==> config.mk <==
export PLATFORM = sky130hd
export DESIGN_NAME = vector_sequencer
export DESIGN_NICKNAME = d
export VERILOG_FILES = /design/src/design/vseq_pkg.sv /design/src/design/insn_intake.sv /design/src/design/hazard_tracker.sv /design/src/design/unit_credits.sv /design/src/design/issue_port.sv /design/src/design/vector_sequencer.sv
export VERILOG_INCLUDE_DIRS = /design/src /design/src/design
export SDC_FILE = /design/constraint.sdc
export NUM_CORES = 1
export LEC_CHECK = 0
export ABC_AREA = 1
export BUFFER_PORTS_ARGS = -buffer_cell sky130_fd_sc_hd__buf_2
export CORE_MARGIN = 3
export CORE_UTILIZATION = 31
export DETAILED_ROUTE_END_ITERATION = 16
export PLACE_DENSITY = 0.51
export SLEW_MARGIN = 5
export SYNTH_ARGS = -nofsm -noshare
export SYNTH_HDL_FRONTEND = slang
export SYNTH_SLANG_ARGS = --single-unit
==> constraint.sdc <==
create_clock -name clk_i -period 3 [get_ports clk_i]
set_input_delay 0.45 -clock clk_i [delete_from_list [all_inputs] [get_ports clk_i]]
set_output_delay 0.45 -clock clk_i [all_outputs]
set_load 0.05 [all_outputs]
==> src/design/vseq_cfg.svh <==
// Configuration macros of the vector sequencer
// Size of the instruction ID pool, the register file and the
// queue depth of each functional unit
`ifndef VSEQ_CFG_SVH
`define VSEQ_CFG_SVH

////////////////////////////////////////////////////////////////////////////
// Instruction pool and register file
////////////////////////////////////////////////////////////////////////////

// Instructions in flight, one ID each
`define VSEQ_NR_IDS 4

// Architectural vector registers
`define VSEQ_NR_VREGS 32

////////////////////////////////////////////////////////////////////////////
// Queue depth per functional unit
////////////////////////////////////////////////////////////////////////////

// Counters are 2 bits wide, so no depth may exceed 3
`define VSEQ_DEPTH_ALU 2
`define VSEQ_DEPTH_MUL 2
`define VSEQ_DEPTH_LOAD 1
`define VSEQ_DEPTH_STORE 1

`endif

==> src/design/vseq_pkg.sv <==
// Shared types of the vector sequencer
// Instruction IDs and ID masks, register indices, the unit
// encoding, unit masks and queue counters
`include "vseq_cfg.svh"

package vseq_pkg;

  ////////////////////////////////////////////////////////////////////////////
  // Instruction IDs
  ////////////////////////////////////////////////////////////////////////////

  // Index into the ID pool
  typedef logic [$clog2(`VSEQ_NR_IDS)-1:0] vid_t;

  // One bit per ID, for the running set and hazard vectors
  typedef logic [`VSEQ_NR_IDS-1:0] id_mask_t;

  ////////////////////////////////////////////////////////////////////////////
  // Registers and units
  ////////////////////////////////////////////////////////////////////////////

  // Vector register index
  typedef logic [4:0] vreg_t;

  // Number of functional units behind the sequencer
  localparam int unsigned nr_units = 4;

  // Target unit of an instruction
  typedef enum logic [1:0] {
    UNIT_ALU   = 2'd0,
    UNIT_MUL   = 2'd1,
    UNIT_LOAD  = 2'd2,
    UNIT_STORE = 2'd3
  } unit_e;

  // One bit per unit, indexed by unit_e
  typedef logic [nr_units-1:0] unit_mask_t;

  // Queue occupancy, wide enough for the deepest queue
  typedef logic [1:0] credit_cnt_t;

endpackage : vseq_pkg

==> src/design/insn_intake.sv <==
// Dispatcher side of the sequencer
// Four-phase receiver holding one instruction until it issues,
// then completing the ack phases toward the dispatcher
`timescale 1ns/100ps

module insn_intake import vseq_pkg::*; (
  input  logic  clk_i,
  input  logic  rst_ni,
  // Dispatcher handshake
  input  logic  disp_req_i,
  input  unit_e disp_unit_i,
  input  vreg_t disp_vd_i,
  input  vreg_t disp_vs1_i,
  input  vreg_t disp_vs2_i,
  input  logic  disp_use_vd_i,
  input  logic  disp_use_vs1_i,
  input  logic  disp_use_vs2_i,
  output logic  disp_ack_o,
  // Issue decision from the tracker
  input  logic  issue_fire_i,
  // Held instruction
  output logic  insn_valid_o,
  output unit_e insn_unit_o,
  output vreg_t insn_vd_o,
  output vreg_t insn_vs1_o,
  output vreg_t insn_vs2_o,
  output logic  insn_use_vd_o,
  output logic  insn_use_vs1_o,
  output logic  insn_use_vs2_o
);

  // Empty, holding an unissued instruction, or acking the dispatcher
  typedef enum logic [1:0] {
    ST_EMPTY,
    ST_HELD,
    ST_ACKED
  } intake_state_e;

  intake_state_e state_q, state_d;

  always_comb begin
    state_d = state_q;
    unique case (state_q)
      // Capture on the first sampled req
      ST_EMPTY: if (disp_req_i) state_d = ST_HELD;
      // Stay until the tracker issues it
      ST_HELD:  if (issue_fire_i) state_d = ST_ACKED;
      // Ack drops one cycle after req is seen low
      ST_ACKED: if (!disp_req_i) state_d = ST_EMPTY;
      default:  state_d = ST_EMPTY;
    endcase
  end

  always_ff @(posedge clk_i or negedge rst_ni) begin
    if (!rst_ni) begin
      state_q <= ST_EMPTY;
    end else begin
      state_q <= state_d;
    end
  end

  // Instruction fields, loaded once per handshake
  always_ff @(posedge clk_i) begin
    if (state_q == ST_EMPTY && disp_req_i) begin
      insn_unit_o    <= disp_unit_i;
      insn_vd_o      <= disp_vd_i;
      insn_vs1_o     <= disp_vs1_i;
      insn_vs2_o     <= disp_vs2_i;
      insn_use_vd_o  <= disp_use_vd_i;
      insn_use_vs1_o <= disp_use_vs1_i;
      insn_use_vs2_o <= disp_use_vs2_i;
    end
  end

  assign insn_valid_o = (state_q == ST_HELD);
  assign disp_ack_o   = (state_q == ST_ACKED);

  // Tracker only issues what the intake presents
  assert property (@(posedge clk_i) disable iff (!rst_ni)
    issue_fire_i |-> insn_valid_o);

endmodule : insn_intake

==> src/design/hazard_tracker.sv <==
// Dependency tracking and issue decision
// Running set and lowest-free ID allocation, per-register reader
// and writer lists, hazard vectors, completion bookkeeping
`timescale 1ns/100ps
`include "vseq_cfg.svh"

module hazard_tracker import vseq_pkg::*; (
  input  logic       clk_i,
  input  logic       rst_ni,
  // Held instruction from the intake
  input  logic       insn_valid_i,
  input  unit_e      insn_unit_i,
  input  vreg_t      insn_vd_i,
  input  vreg_t      insn_vs1_i,
  input  vreg_t      insn_vs2_i,
  input  logic       insn_use_vd_i,
  input  logic       insn_use_vs1_i,
  input  logic       insn_use_vs2_i,
  // Readiness of the queues and the output port
  input  unit_mask_t unit_ready_i,
  input  logic       port_free_i,
  // Completion from the units
  input  logic       done_valid_i,
  input  vid_t       done_id_i,
  // Issue toward credits and port
  output logic       issue_fire_o,
  output unit_e      issue_unit_o,
  output vid_t       issue_id_o,
  output id_mask_t   issue_hazard_o,
  // Completion toward credits
  output logic       done_fire_o,
  output unit_e      done_unit_o,
  output logic       idle_o
);

  // Last reader or writer of a register
  typedef struct packed {
    vid_t vid;
    logic valid;
  } vreg_access_t;

  id_mask_t running_q, running_d;
  id_mask_t done_mask, live_mask;
  unit_e    unit_q [`VSEQ_NR_IDS];
  vid_t     free_id;
  logic     free_found;
  id_mask_t hazard;

  vreg_access_t [`VSEQ_NR_VREGS-1:0] read_list_q, read_list_d;
  vreg_access_t [`VSEQ_NR_VREGS-1:0] write_list_q, write_list_d;

  ////////////////////////////////////////////////////////////////////////////
  // Running set and allocation
  ////////////////////////////////////////////////////////////////////////////

  // Lowest clear bit wins, searched from the top down
  always_comb begin
    free_found = 1'b0;
    free_id    = '0;
    for (int i = `VSEQ_NR_IDS - 1; i >= 0; i--) begin
      if (!running_q[i]) begin
        free_found = 1'b1;
        free_id    = vid_t'(i);
      end
    end
  end

  // IDs still alive after this cycle's completion
  always_comb begin
    done_mask = '0;
    if (done_valid_i) done_mask[done_id_i] = 1'b1;
  end
  assign live_mask = running_q & ~done_mask;

  assign issue_fire_o = insn_valid_i & free_found & unit_ready_i[insn_unit_i] & port_free_i;

  always_comb begin
    running_d = live_mask;
    if (issue_fire_o) running_d[free_id] = 1'b1;
  end

  ////////////////////////////////////////////////////////////////////////////
  // Access lists and hazards
  ////////////////////////////////////////////////////////////////////////////

  always_comb begin
    read_list_d  = read_list_q;
    write_list_d = write_list_q;
    // Drop entries of finished IDs, including one finishing now
    for (int v = 0; v < `VSEQ_NR_VREGS; v++) begin
      read_list_d[v].valid  = read_list_q[v].valid & live_mask[read_list_q[v].vid];
      write_list_d[v].valid = write_list_q[v].valid & live_mask[write_list_q[v].vid];
    end

    hazard = '0;
    // RAW on the sources
    if (insn_use_vs1_i && write_list_d[insn_vs1_i].valid)
      hazard[write_list_d[insn_vs1_i].vid] = 1'b1;
    if (insn_use_vs2_i && write_list_d[insn_vs2_i].valid)
      hazard[write_list_d[insn_vs2_i].vid] = 1'b1;
    // WAR and WAW on the destination
    if (insn_use_vd_i && read_list_d[insn_vd_i].valid)
      hazard[read_list_d[insn_vd_i].vid] = 1'b1;
    if (insn_use_vd_i && write_list_d[insn_vd_i].valid)
      hazard[write_list_d[insn_vd_i].vid] = 1'b1;

    // New ID becomes the latest accessor of its registers
    if (issue_fire_o) begin
      if (insn_use_vd_i) write_list_d[insn_vd_i] = '{vid: free_id, valid: 1'b1};
      if (insn_use_vs1_i) read_list_d[insn_vs1_i] = '{vid: free_id, valid: 1'b1};
      if (insn_use_vs2_i) read_list_d[insn_vs2_i] = '{vid: free_id, valid: 1'b1};
    end
  end

  always_ff @(posedge clk_i or negedge rst_ni) begin
    if (!rst_ni) begin
      running_q    <= '0;
      read_list_q  <= '0;
      write_list_q <= '0;
    end else begin
      running_q    <= running_d;
      read_list_q  <= read_list_d;
      write_list_q <= write_list_d;
    end
  end

  // Unit per ID, read back on completion
  always_ff @(posedge clk_i) begin
    if (issue_fire_o) unit_q[free_id] <= insn_unit_i;
  end

  assign issue_unit_o   = insn_unit_i;
  assign issue_id_o     = free_id;
  assign issue_hazard_o = hazard;
  assign done_fire_o    = done_valid_i;
  assign done_unit_o    = unit_q[done_id_i];
  assign idle_o         = ~|running_q;

  // Units only report IDs that were issued and not yet finished
  assert property (@(posedge clk_i) disable iff (!rst_ni)
    done_valid_i |-> running_q[done_id_i]);

endmodule : hazard_tracker

==> src/design/unit_credits.sv <==
// Queue occupancy of the functional units
// One up/down counter per unit against its configured depth,
// and the mask of units that can take another instruction
`timescale 1ns/100ps
`include "vseq_cfg.svh"

module unit_credits import vseq_pkg::*; (
  input  logic       clk_i,
  input  logic       rst_ni,
  // Instruction entering a unit queue
  input  logic       issue_fire_i,
  input  unit_e      issue_unit_i,
  // Instruction leaving a unit queue
  input  logic       done_fire_i,
  input  unit_e      done_unit_i,
  // Units below their depth
  output unit_mask_t unit_ready_o
);

  // Depths in unit_e order
  localparam credit_cnt_t unit_depth [nr_units] = '{
    credit_cnt_t'(`VSEQ_DEPTH_ALU),
    credit_cnt_t'(`VSEQ_DEPTH_MUL),
    credit_cnt_t'(`VSEQ_DEPTH_LOAD),
    credit_cnt_t'(`VSEQ_DEPTH_STORE)
  };

  for (genvar u = 0; u < nr_units; u++) begin : gen_unit_cnt
    credit_cnt_t cnt_q;
    logic        cnt_up;
    logic        cnt_down;

    assign cnt_up   = issue_fire_i && (issue_unit_i == unit_e'(u));
    assign cnt_down = done_fire_i && (done_unit_i == unit_e'(u));

    // Simultaneous issue and done on one unit leave it unchanged
    always_ff @(posedge clk_i or negedge rst_ni) begin
      if (!rst_ni) begin
        cnt_q <= '0;
      end else if (cnt_up && !cnt_down) begin
        cnt_q <= cnt_q + 2'd1;
      end else if (cnt_down && !cnt_up) begin
        cnt_q <= cnt_q - 2'd1;
      end
    end

    assign unit_ready_o[u] = (cnt_q < unit_depth[u]);

    // Tracker respects readiness and units return only what they took
    assert property (@(posedge clk_i) disable iff (!rst_ni)
      cnt_q <= unit_depth[u]);
    assert property (@(posedge clk_i) disable iff (!rst_ni)
      (cnt_down && !cnt_up) |-> (cnt_q != '0));
  end

endmodule : unit_credits

==> src/design/issue_port.sv <==
// Unit side of the sequencer
// Holds one issued instruction with its ID and hazard vector
// and runs the four-phase sender toward the units
`timescale 1ns/100ps

module issue_port import vseq_pkg::*; (
  input  logic     clk_i,
  input  logic     rst_ni,
  // Issue from the tracker
  input  logic     issue_fire_i,
  input  unit_e    issue_unit_i,
  input  vid_t     issue_id_i,
  input  id_mask_t issue_hazard_i,
  input  vreg_t    insn_vd_i,
  input  vreg_t    insn_vs1_i,
  input  vreg_t    insn_vs2_i,
  output logic     port_free_o,
  // Unit handshake
  output logic     unit_req_o,
  output unit_e    unit_sel_o,
  output vid_t     unit_id_o,
  output id_mask_t unit_hazard_o,
  output vreg_t    unit_vd_o,
  output vreg_t    unit_vs1_o,
  output vreg_t    unit_vs2_o,
  input  logic     unit_ack_i
);

  // Free, requesting, or waiting for the ack to drop
  typedef enum logic [1:0] {
    ST_FREE,
    ST_REQ,
    ST_ACK_LOW
  } port_state_e;

  port_state_e state_q, state_d;

  always_comb begin
    state_d = state_q;
    unique case (state_q)
      ST_FREE:    if (issue_fire_i) state_d = ST_REQ;
      // Req falls the cycle after ack is seen high
      ST_REQ:     if (unit_ack_i) state_d = ST_ACK_LOW;
      // Free again the cycle after ack is seen low
      ST_ACK_LOW: if (!unit_ack_i) state_d = ST_FREE;
      default:    state_d = ST_FREE;
    endcase
  end

  always_ff @(posedge clk_i or negedge rst_ni) begin
    if (!rst_ni) begin
      state_q <= ST_FREE;
    end else begin
      state_q <= state_d;
    end
  end

  always_ff @(posedge clk_i) begin
    if (issue_fire_i) begin
      unit_sel_o    <= issue_unit_i;
      unit_id_o     <= issue_id_i;
      unit_hazard_o <= issue_hazard_i;
      unit_vd_o     <= insn_vd_i;
      unit_vs1_o    <= insn_vs1_i;
      unit_vs2_o    <= insn_vs2_i;
    end
  end

  assign port_free_o = (state_q == ST_FREE);
  assign unit_req_o  = (state_q == ST_REQ);

  // Payload is frozen for the whole request phase
  assert property (@(posedge clk_i) disable iff (!rst_ni)
    (unit_req_o && $past(unit_req_o)) |->
      $stable({unit_sel_o, unit_id_o, unit_hazard_o, unit_vd_o, unit_vs1_o, unit_vs2_o}));

endmodule : issue_port

==> src/design/vector_sequencer.sv <==
// Vector instruction sequencer, top level
// Intake from the dispatcher, hazard tracker, unit queue credits
// and the issue port toward the functional units
`timescale 1ns/100ps

module vector_sequencer import vseq_pkg::*; (
  input  logic     clk_i,
  input  logic     rst_ni,
  // Dispatcher
  input  logic     disp_req_i,
  input  unit_e    disp_unit_i,
  input  vreg_t    disp_vd_i,
  input  vreg_t    disp_vs1_i,
  input  vreg_t    disp_vs2_i,
  input  logic     disp_use_vd_i,
  input  logic     disp_use_vs1_i,
  input  logic     disp_use_vs2_i,
  output logic     disp_ack_o,
  // Functional units
  output logic     unit_req_o,
  output unit_e    unit_sel_o,
  output vid_t     unit_id_o,
  output id_mask_t unit_hazard_o,
  output vreg_t    unit_vd_o,
  output vreg_t    unit_vs1_o,
  output vreg_t    unit_vs2_o,
  input  logic     unit_ack_i,
  // Completion
  input  logic     done_valid_i,
  input  vid_t     done_id_i,
  output logic     idle_o
);

  // Held instruction
  logic       insn_valid;
  unit_e      insn_unit;
  vreg_t      insn_vd, insn_vs1, insn_vs2;
  logic       insn_use_vd, insn_use_vs1, insn_use_vs2;
  // Issue and completion events
  logic       issue_fire, done_fire, port_free;
  unit_e      issue_unit, done_unit;
  vid_t       issue_id;
  id_mask_t   issue_hazard;
  unit_mask_t unit_ready;

  insn_intake i_insn_intake (
    .clk_i          (clk_i),
    .rst_ni         (rst_ni),
    .disp_req_i     (disp_req_i),
    .disp_unit_i    (disp_unit_i),
    .disp_vd_i      (disp_vd_i),
    .disp_vs1_i     (disp_vs1_i),
    .disp_vs2_i     (disp_vs2_i),
    .disp_use_vd_i  (disp_use_vd_i),
    .disp_use_vs1_i (disp_use_vs1_i),
    .disp_use_vs2_i (disp_use_vs2_i),
    .disp_ack_o     (disp_ack_o),
    .issue_fire_i   (issue_fire),
    .insn_valid_o   (insn_valid),
    .insn_unit_o    (insn_unit),
    .insn_vd_o      (insn_vd),
    .insn_vs1_o     (insn_vs1),
    .insn_vs2_o     (insn_vs2),
    .insn_use_vd_o  (insn_use_vd),
    .insn_use_vs1_o (insn_use_vs1),
    .insn_use_vs2_o (insn_use_vs2)
  );

  hazard_tracker i_hazard_tracker (
    .clk_i          (clk_i),
    .rst_ni         (rst_ni),
    .insn_valid_i   (insn_valid),
    .insn_unit_i    (insn_unit),
    .insn_vd_i      (insn_vd),
    .insn_vs1_i     (insn_vs1),
    .insn_vs2_i     (insn_vs2),
    .insn_use_vd_i  (insn_use_vd),
    .insn_use_vs1_i (insn_use_vs1),
    .insn_use_vs2_i (insn_use_vs2),
    .unit_ready_i   (unit_ready),
    .port_free_i    (port_free),
    .done_valid_i   (done_valid_i),
    .done_id_i      (done_id_i),
    .issue_fire_o   (issue_fire),
    .issue_unit_o   (issue_unit),
    .issue_id_o     (issue_id),
    .issue_hazard_o (issue_hazard),
    .done_fire_o    (done_fire),
    .done_unit_o    (done_unit),
    .idle_o         (idle_o)
  );

  unit_credits i_unit_credits (
    .clk_i        (clk_i),
    .rst_ni       (rst_ni),
    .issue_fire_i (issue_fire),
    .issue_unit_i (issue_unit),
    .done_fire_i  (done_fire),
    .done_unit_i  (done_unit),
    .unit_ready_o (unit_ready)
  );

  issue_port i_issue_port (
    .clk_i          (clk_i),
    .rst_ni         (rst_ni),
    .issue_fire_i   (issue_fire),
    .issue_unit_i   (issue_unit),
    .issue_id_i     (issue_id),
    .issue_hazard_i (issue_hazard),
    .insn_vd_i      (insn_vd),
    .insn_vs1_i     (insn_vs1),
    .insn_vs2_i     (insn_vs2),
    .port_free_o    (port_free),
    .unit_req_o     (unit_req_o),
    .unit_sel_o     (unit_sel_o),
    .unit_id_o      (unit_id_o),
    .unit_hazard_o  (unit_hazard_o),
    .unit_vd_o      (unit_vd_o),
    .unit_vs1_o     (unit_vs1_o),
    .unit_vs2_o     (unit_vs2_o),
    .unit_ack_i     (unit_ack_i)
  );

endmodule : vector_sequencer

==> metrics list, run 1 <==
- Status: finished, final reports clean
- Cell area after synthesis: 0.01528 mm²
- Maximum level of the CTS H-tree: 2
- The path class of the tightest hold or removal check is in2reg.
- Synth top cells by count: sky130_fd_sc_hd__nand2_1, sky130_fd_sc_hd__nand3_1, sky130_fd_sc_hd__inv_1, sky130_fd_sc_hd__dfrtp_1, sky130_fd_sc_hd__o21ai_0
- Final worst path period share: 91.05%
- After synthesis, the cell types taking the most area are sky130_fd_sc_hd__dfrtp_1, sky130_fd_sc_hd__nand2_1, sky130_fd_sc_hd__nand3_1.
- Counting every net in the synthesized netlist gives 2171.
- Data arrival time at the worst-slack endpoint: 3140 ps
- The die is 228.0 µm wide.
- In the synthesized netlist, the number of instances is 2138.
* Count of flip-flops with a built-in enable after synthesis: 51
* Final-layout setup total negative slack: 0 ps
- The initial antenna violation count was 0.
- Timing analysis after detailed placement gives a worst setup slack of 117.9 ps.
* Placed insts: 2879
* Predominant post-synthesis flop cell: sky130_fd_sc_hd__dfrtp_1
- The detailed router finished its first iteration with 1768 violations.
- 0 antenna diodes ended up in the layout.
- Class of the most critical setup path: reg2reg
- The analysis attributes to cell leakage a power of 8.687 nW.
- Asr flop ratio synth: 80.31%
* Crit-path leading delay family: simple AND/OR/NAND/NOR gates
- On the final layout, the worst clock skew is 28.61 ps.
- Of the synthesized area, sequential elements account for 44.10%.
* Maximum operating frequency: 366.1 MHz
- NumNets Final: 2293
- Number of failing setup endpoints in the final timing report: 0
- Boundary pin count: 53
- After layout, the worst setup slack is 268.4 ps.
- Clock tree synthesis found a total of 259 sinks.
* Cell with the most instances after synthesis: sky130_fd_sc_hd__nand2_1
- In this run the cell area measured after placement is 0.01720 mm².
- Bufs and invs on worst path: 4
- The number of max-slew violations in the final report is 0.
- STA puts the critical path data required time at 3410 ps.
- The die covers 0.05198 mm².
* RSZ-0062 raised after global routing: false
- In this run the remaining antenna-violating nets after routing total 0.
- No sink is reached through more buffers than the 3 on the longest clock path.
- The worst pin sits at a relative slew slack of 38.91%.
- Element type at the critical path end: flop
* Share of post-route cells with drive strength above 1: 10.94%
* Routed vias: 15980
- Across the run, the number of max-cap violations was 0.
* Synthesis Warnings: 0
* Ratio of total power to cell area: 864.6 mW/mm²
- First-pass iteration count of the detailed router: 5
- In this run the worst path has a maximum fanout of 9.
- Cell area after layout: 0.01836 mm²
* Worst supply voltage drop on vdd: 558.2 µV
* Fin crit period: 2732 ps
- Syn avg cell area: 7.145 µm²
- At the pin with the least slew margin, the transition time is 914.2 ps.
* Wire length reported by the detailed router: 62180 µm
- Area share of the leading cell type in the synthesized netlist: 34.07%
- Final weighted congestion of routability-driven global placement: 0.9633
* Number of cells upsized or downsized after cts: 0
* Post-layout instance count excluding filler cells: 2942
* Detailed Place HPWL: 43520 µm
- Entering global routing, the biggest net connects 80 pins.
* Starting Density: 31.66%
- Leftover overflow at the end of global routing: 0
* First-pass GRT wire length: 94920 µm
- The worst setup path is launched from a flop.
- Average vias per placed instance: 5.430
- After floorplanning, the core was divided into 80 placement rows.
- Most used cell along the critical path: sky130_fd_sc_hd__nand2_1
- Critical Path Max Stage Delay: 460 ps
- Counting flops and latches in the post-synthesis netlist gives 259.
- Number of clock buffers inserted by TritonCTS: 34
* Root Buffer: sky130_fd_sc_hd__clkbuf_16
* Clock slew at the register clock pins of the worst setup and hold paths: 60 ps
- Slowest cell on crit path: sky130_fd_sc_hd__edfxtp_1
- TritonCTS built the clock tree.
* Post-synthesis cell type with the largest combined area: sky130_fd_sc_hd__dfrtp_1
- Layout overhead on the synthesized area: 20.16%
- Summing internal, switching and leakage power gives 15.87 mW.
- The via count of the first global-routing pass is 15500.
* Floorplan die height: 228.0 µm
- In the routed design, unresolved DRC markers number 0.
* Clock latency on the worst-skew pair: 560 ps
- Ordered list of cells on the worst path: nand2_1 > inv_1 > buf_4 > nand2_1 > nand2_1 > o21ai_1 > nand3_1 > nor2_1 > buf_4 > nand4_1 > nand2_1 > inv_1 > nand2_1
- Floorplan core area: 0.04825 mm²
- Hold Violations, Final: 0
* Number of buffers added on ports: 52
* Routed wire length per instance: 21.13 µm
- Global-route usage over all layers: 23.54%
* Library cells used by synthesis: 34
metal layers:
metal,GRT usage (%),share of wire [%],vias up
li1,-,-,7428
met1,31.30,43,7580
met2,37.03,44,790
met3,4.217,8.3,178
met4,11.60,4.9,0
met5,0,0,-
worst reg2reg max path: stages, from the launching register on:
cell,delay (ps)
sky130_fd_sc_hd__edfxtp_1,460
sky130_fd_sc_hd__nand2_1,310
sky130_fd_sc_hd__inv_1,290
sky130_fd_sc_hd__buf_4,300
sky130_fd_sc_hd__nand2_1,90
sky130_fd_sc_hd__nand2_1,70
sky130_fd_sc_hd__o21ai_1,270
sky130_fd_sc_hd__nand3_1,130
sky130_fd_sc_hd__nor2_1,230
sky130_fd_sc_hd__buf_4,180
sky130_fd_sc_hd__nand4_1,70
sky130_fd_sc_hd__nand2_1,90
sky130_fd_sc_hd__inv_1,40
sky130_fd_sc_hd__nand2_1,60
per-stage QoR:
stage | util (%) | hold slack, ps
after floorplan | - | 154.4
after global placement | 35.64 | 461.9
after detailed placement | 35.64 | 465.0
after CTS | 38.04 | 39.28
after global routing | 38.04 | 53.38
final | 38.04 | 69.36
power by group:
group / leakage (nW) / switching (mW) / internal [mW] / total (mW)
clock network: 0.561 / 1.66 / 2.55 / 4.21
registers: 3.32 / 0.685 / 4.43 / 5.12
logic: 4.81 / 4.51 / 2.04 / 6.54
final timing paths:
| path | from | endpoint | slack, ps | depth (start not counted) |
|---|---|---|---|---|
| worst min-delay path | disp_unit_i[0] | i_insn_intake.insn_unit_o[0]$_DFFE_PP_ | 70 | 1 |
| worst min register to register | i_unit_credits.gen_unit_cnt[3].cnt_q[0]$_DFFE_PN0P_ | i_unit_credits.gen_unit_cnt[3].cnt_q[0]$_DFFE_PN0P_ | 470 | 1 |
| worst max-delay path | i_insn_intake.insn_vd_o[1]$_DFFE_PP_ | i_issue_port.unit_hazard_o[1]$_DFFE_PP_ | 270 | 13 |
| min in group asynchronous | rst_ni | i_issue_port.state_q[1]$_DFFE_PN0P_ | 490 | 2 |
| worst max register to register | i_insn_intake.insn_vd_o[1]$_DFFE_PP_ | i_issue_port.unit_hazard_o[1]$_DFFE_PP_ | 270 | 13 |
| max in group asynchronous | rst_ni | i_hazard_tracker.write_list_q[32]$_DFFE_PN0P_ | 1760 | 3 |
state kept, by name, summed over array words and instances (netlist names):
| register | cells |
|---|---|
| i_issue_port.unit_id_o | 2 |
| i_hazard_tracker.write_list_q | 96 |
| i_insn_intake.insn_vs2_o | 5 |
| i_issue_port.unit_vs2_o | 5 |
| i_issue_port.unit_hazard_o | 4 |
| i_hazard_tracker.read_list_q | 96 |
| i_insn_intake.insn_vd_o | 5 |
| i_insn_intake.state_q | 2 |
| i_unit_credits.gen_unit_cnt.cnt_q | 8 |
| i_issue_port.unit_vs1_o | 5 |
| i_hazard_tracker.unit_q | 8 |
| i_insn_intake.insn_use_vd_o | 1 |
| i_insn_intake.insn_use_vs2_o | 1 |
| i_insn_intake.insn_use_vs1_o | 1 |
| i_hazard_tracker.running_q | 4 |
| i_insn_intake.insn_unit_o | 2 |
| i_issue_port.unit_vd_o | 5 |
| i_issue_port.state_q | 2 |
| i_insn_intake.insn_vs1_o | 5 |
| i_issue_port.unit_sel_o | 2 |
cell type report:
class / instances / area, µm²
clock buffer: 43 / 924.6
clock inverter: 19 / 224.0
fill: 5076 / 29890
inverter: 239 / 897.1
multi-input combinational: 1553 / 7310
sequential: 259 / 6736
tap: 656 / 820.8
timing repair buffer: 173 / 1443
layout by cell type, fill, tap and decap left out, drive strengths merged, types with 21 or more instances in the layout:
cell and instances:
nand4 21, nor2 56, inv 237, o21ai 189, nand2 746, o221ai 34, edfxtp 51, o22ai 89
nor3 27, dfrtp 208, nand3 314, buf 171, a22oi 35, clkbuf 44
logic make-up (layout without fill, tap and decap cells):
| kind of cell | count (synthesis) | count (layout) | share of synthesized area (%) |
|---|---|---|---|
| simple gates | 1175 | 1175 | 32.44 |
| compound gates | 364 | 364 | 14.18 |
| buf+inv | 326 | 474 | 8.330 |
| flops | 259 | 259 | 44.10 |
| xor+xnor | 8 | 8 | 0.4586 |
| fa+ha+maj | 6 | 6 | 0.4914 |
repair_timing:
item / in CTS / in global routing
hold endpoints to repair: 49 / 0
hold buffers: 1 / 0
buffers inserted: 0 / 0
Note: power is estimated with default switching activity, not from simulation.
==> inputs of run 2 (changes only) <==
Settings changed: SYNTH_HIERARCHICAL set to 1.
==> metrics list, run 2 <==
* Standard-cell row count: 81 (+1.3%)
- By area the synthesized netlist is led by sky130_fd_sc_hd__dfrtp_1, sky130_fd_sc_hd__nand2_1, sky130_fd_sc_hd__nand3_1.
- The total global routing overflow came to 0 (unchanged).
- Initial antenna violation count: 0 (unchanged)
* Net switching component of the power: 7.276 mW (+6.1%)
* Data arrival time at the worst-slack endpoint: 2270 ps (-870 ps)
* Starting Density: 31.57% (-0.096 points)
- The final number of setup-violating endpoints is 0 (unchanged).
- The area of the core region is 0.04915 mm² (+1.9%).
- Sorting the synthesized cells by how often they occur yields sky130_fd_sc_hd__nand2_1, sky130_fd_sc_hd__nand3_1, sky130_fd_sc_hd__inv_1, sky130_fd_sc_hd__dfrtp_1, sky130_fd_sc_hd__o21ai_0.
* Maximum number of pins on one net before global-route repair: 75 (-6.3%)
- Data required time at the worst endpoint: 2550 ps (-860 ps)
- Critical R2R Launch: i_insn_intake/insn_vd_o[1]$_DFFE_PP_
- In this run the top signal layer used is met4.
- Predominant post-synthesis flop cell: sky130_fd_sc_hd__dfrtp_1
* Layout overhead on the synthesized area: 15.87%
- Clock slew at the register clock pins of the worst setup and hold paths: 60 ps (about the same)
- The summed negative setup slack over all endpoints was 0 ps (unchanged).
* NumNets Final: 2255 (-1.7%)
- Post-detailed-route count of antenna-violating nets: 0 (unchanged)
- Max Fanout on Critical Path: 14 (+5)
* Element type at the critical path end: output pin
* Number of sinks handled by clock tree synthesis: 259 (unchanged)
- Cell with the most instances after synthesis: sky130_fd_sc_hd__nand2_1
* Worst setup path startpoint: i_hazard_tracker/running_q[2]$_DFF_PN0_
- Number of nets in the synthesized netlist: 2184 (+0.60%)
- Syn avg cell area: 7.213 µm² (+0.96%)
* Number of clock buffers inserted by TritonCTS: 31 (-8.8%)
- The flip-flop and latch count after synthesis came to 259 (unchanged).
- The number of max-slew violations in the final report was 0 (unchanged).
* Placed insts: 2851 (-0.97%)
- The internal power component came to 8.683 mW (-3.7%).
- Global-route usage over all layers: 22.54% (-1.0 points)
- Ratio of total power to cell area: 887.7 mW/mm² (+2.7%)
- Post-route DRC violation count: 0 (unchanged)
- Final weighted congestion of routability-driven global placement: 0.9647 (+0.15%)
- The flow ran to the end, and the final reports show no timing, DRC or antenna violations.
- Total leakage power: 8.335 nW (-4.1%)
- Register-to-register setup slack: 310 ps (+40 ps)
- Nature of the critical path startpoint: flop
- Post-layout instance count excluding filler cells: 2910 (-1.1%)
- The endpoint identified for the worst register-to-register timing path is i_issue_port/unit_hazard_o[3]$_DFFE_PP_.
- The post-synthesis instance area was 0.01552 mm² (+1.6%).
- Average vias per placed instance: 5.406 (-0.45%)
- Class of the most critical setup path: reg2out
- Routed vias: 15730 (-1.5%)
- The clock network power share is 23.4% (-3.1 points).
- The transition time at the pin with the least slew margin came to 943.9 ps (+29.71 ps).
- Length in cells of the worst reg-to-reg path: 9 (-4)
- Die area: 0.05277 mm² (+1.5%)
* Hold Violations, Final: 0 (unchanged)
* Count of flip-flops with a built-in enable after synthesis: 51 (unchanged)
- Fill count: 5210 (+2.6%)
- The clock tree skew after final layout was 22.51 ps (-6.102 ps).
* Overall die width: 229.7 µm (+0.76%)
* Clock latency on the worst-skew pair: 610 ps (+50 ps)
- The minimum period implied by the final worst setup slack came to 2718 ps (-13.73 ps).
* Final worst path period share: 90.60% (-0.46 points)
- Boundary pin count: 53 (unchanged)
- The number of DRC markers after the initial detailed-route iteration came to 1911 (+8.1%).
* Root Buffer: sky130_fd_sc_hd__clkbuf_16
* Synthesis Warnings: 6 (+6)
- Maximum operating frequency: 367.9 MHz (+0.51%)
- The post-detailed-placement half-perimeter wirelength came to 41410 µm (-4.8%).
- The via count of the first global-routing pass came to 15490 (-0.019%).
- M1 WL: 25580 µm (-3.7%)
- Instance count of the mapped netlist: 2151 (+0.61%)
* Routed wire length per instance: 20.76 µm (-1.8%)
* Number of buffers added on ports: 52 (unchanged)
- Library cells used by synthesis: 35 (+2.9%)
- The number of detailed-route iterations in the first pass was 6 (+1).
- Max clock buf depth: 3 (unchanged)
- The wire length on met2 is 27310 µm (-0.51%).
- Floorplan die height: 229.7 µm (+0.76%)
* Diodes inserted: 0 (unchanged)
* Share of post-route cells with drive strength above 1: 9.127% (-1.8 points)
- Leaving out fill and tap cells, the most frequent cells in the layout are sky130_fd_sc_hd__nand2_1, sky130_fd_sc_hd__nand3_1, sky130_fd_sc_hd__inv_1, sky130_fd_sc_hd__dfrtp_1, sky130_fd_sc_hd__o21ai_0.
- Maximum level of the CTS H-tree: 1 (-1)
- The maximum VDD drop is 636.7 µV (+14%).
- The worst slew slack as a fraction of its limit was 36.59% (-2.3 points).
- Total met3 wirelength after detailed routing: 5080 µm (-1.2%)
* Share of the yosys chip area belonging to registers: 43.42% (-0.68 points)
- Wire length reported by the detailed router: 60400 µm (-2.9%)
* Max capacitance violation total: 0 (unchanged)
* Clock tree from TritonCTS: yes
- The net switching share of the total power came to 45.59% (+2.4 points).
- The share of synthesized flip-flops with an asynchronous set or reset was 80.31% (unchanged).
- Most common cell after layout, fill and taps aside: sky130_fd_sc_hd__nand2_1
- In the final layout, the registers with the most flip-flops are i_hazard_tracker/read_list_q x96, i_hazard_tracker/write_list_q x96.
* First-pass GRT wire length: 92910 µm (-2.1%)
- Endpoint of the worst setup timing path: idle_o
- The proportion of power drawn by combinational gates is 42.7% (+1.5 points).
* Part of the power in registers: 33.9% (+1.7 points)
- The share of the synthesized area in the top cell type was 33.55% (-0.53 points).
- Post-synthesis cell type with the largest combined area: sky130_fd_sc_hd__dfrtp_1
* RSZ-0062 raised after global routing: false
- In this run the worst hold path is classified as in2reg.
-- run 2: cell type report --
type	count	area [µm²]	area share, %
multi-input cells	1559	7515	41.80
inverters	241	904.6	5.032
clock buffers	36	794.5	4.419
clock inverters	21	198.9	1.107
well taps	664	830.8	4.621
flip-flops and latches	259	6736	37.47
repair buffers	130	998.5	5.554
-- run 2: cells by family (layout without fill, tap and decap cells) --
| family | count (synthesis) | count (layout) | share of synthesized area, % |
|---|---|---|---|
| flops | 259 | 259 | 43.42 |
| simple gates | 1225 | 1225 | 33.60 |
| xor+xnor | 6 | 6 | 0.3387 |
| mux | 7 | 7 | 0.4516 |
| fa+ha+maj | 6 | 6 | 0.4838 |
| compound gates | 315 | 315 | 13.20 |
| buf+inv | 333 | 428 | 8.507 |
-- run 2: critical path, cell delays in order, from the launching register on --
cell and delay, ps:
sky130_fd_sc_hd__dfrtp_1 500, sky130_fd_sc_hd__buf_4 290, sky130_fd_sc_hd__nor4_2 510, sky130_fd_sc_hd__buf_2 360
-- run 2: layer usage --
metal	track usage, %	up-vias
li1	-	7354
met1	30.18	7507
met2	35.94	731
met3	4.125	139
met4	9.412	0
met5	0	-
-- run 2: per-stage QoR --
step,hold slack [ps],util (%),power [mW],setup slack [ps],area [µm²]
floorplan,154.4,-,9.555,207.1,15520
global placement,454.5,34.48,12.06,133.8,16950
detailed placement,462.7,34.48,12.18,97.77,16950
CTS,0.2079,36.54,15.98,55.62,17960
global route,10.57,36.58,17.04,24.54,17980
finish,25.49,36.58,15.96,282.1,17980
-- run 2: how the worst min path moves through the flow --
stage                                                        startpoint                                                  end  slack, ps  cells past startpoint
CTS                                                        disp_vd_i[1]                 i_insn_intake/insn_vd_o[1]$_DFFE_PP_        0.2                      1
global route                                             disp_use_vs2_i               i_insn_intake/insn_use_vs2_o$_DFFE_PP_         10                      1
global placement    i_unit_credits/gen_unit_cnt[0].cnt_q[1]$_DFFE_PN0P_  i_unit_credits/gen_unit_cnt[0].cnt_q[1]$_DFFE_PN0P_        450                      2
floorplan                                                        rst_ni            i_hazard_tracker/read_list_q[0]$_DFF_PN0_        150                      0
detailed placement  i_unit_credits/gen_unit_cnt[2].cnt_q[1]$_DFFE_PN0P_  i_unit_credits/gen_unit_cnt[2].cnt_q[1]$_DFFE_PN0P_        460                      2
finish                                                     disp_vd_i[1]                 i_insn_intake/insn_vd_o[1]$_DFFE_PP_         30                      1
-- run 2: timing repair --
item,4_1_cts,5_1_grt
gates resized for setup,0,3
hold buffers,2,0
setup buffers,0,0
endpoints found under the setup margin,0,17
hold endpoints to repair,71,0
-- run 2: power by group through the flow --
stage | Sequential, mW | Clock [mW] | Combinational, mW
3_3_place_gp | 5.43 | 0 | 6.63
6_report | 5.41 | 3.73 | 6.82
3_5_place_dp | 5.45 | 0 | 6.73
4_1_cts | 5.40 | 3.83 | 6.75
5_1_grt | 5.54 | 3.98 | 7.51
2_1_floorplan | 5.54 | 0 | 4.02
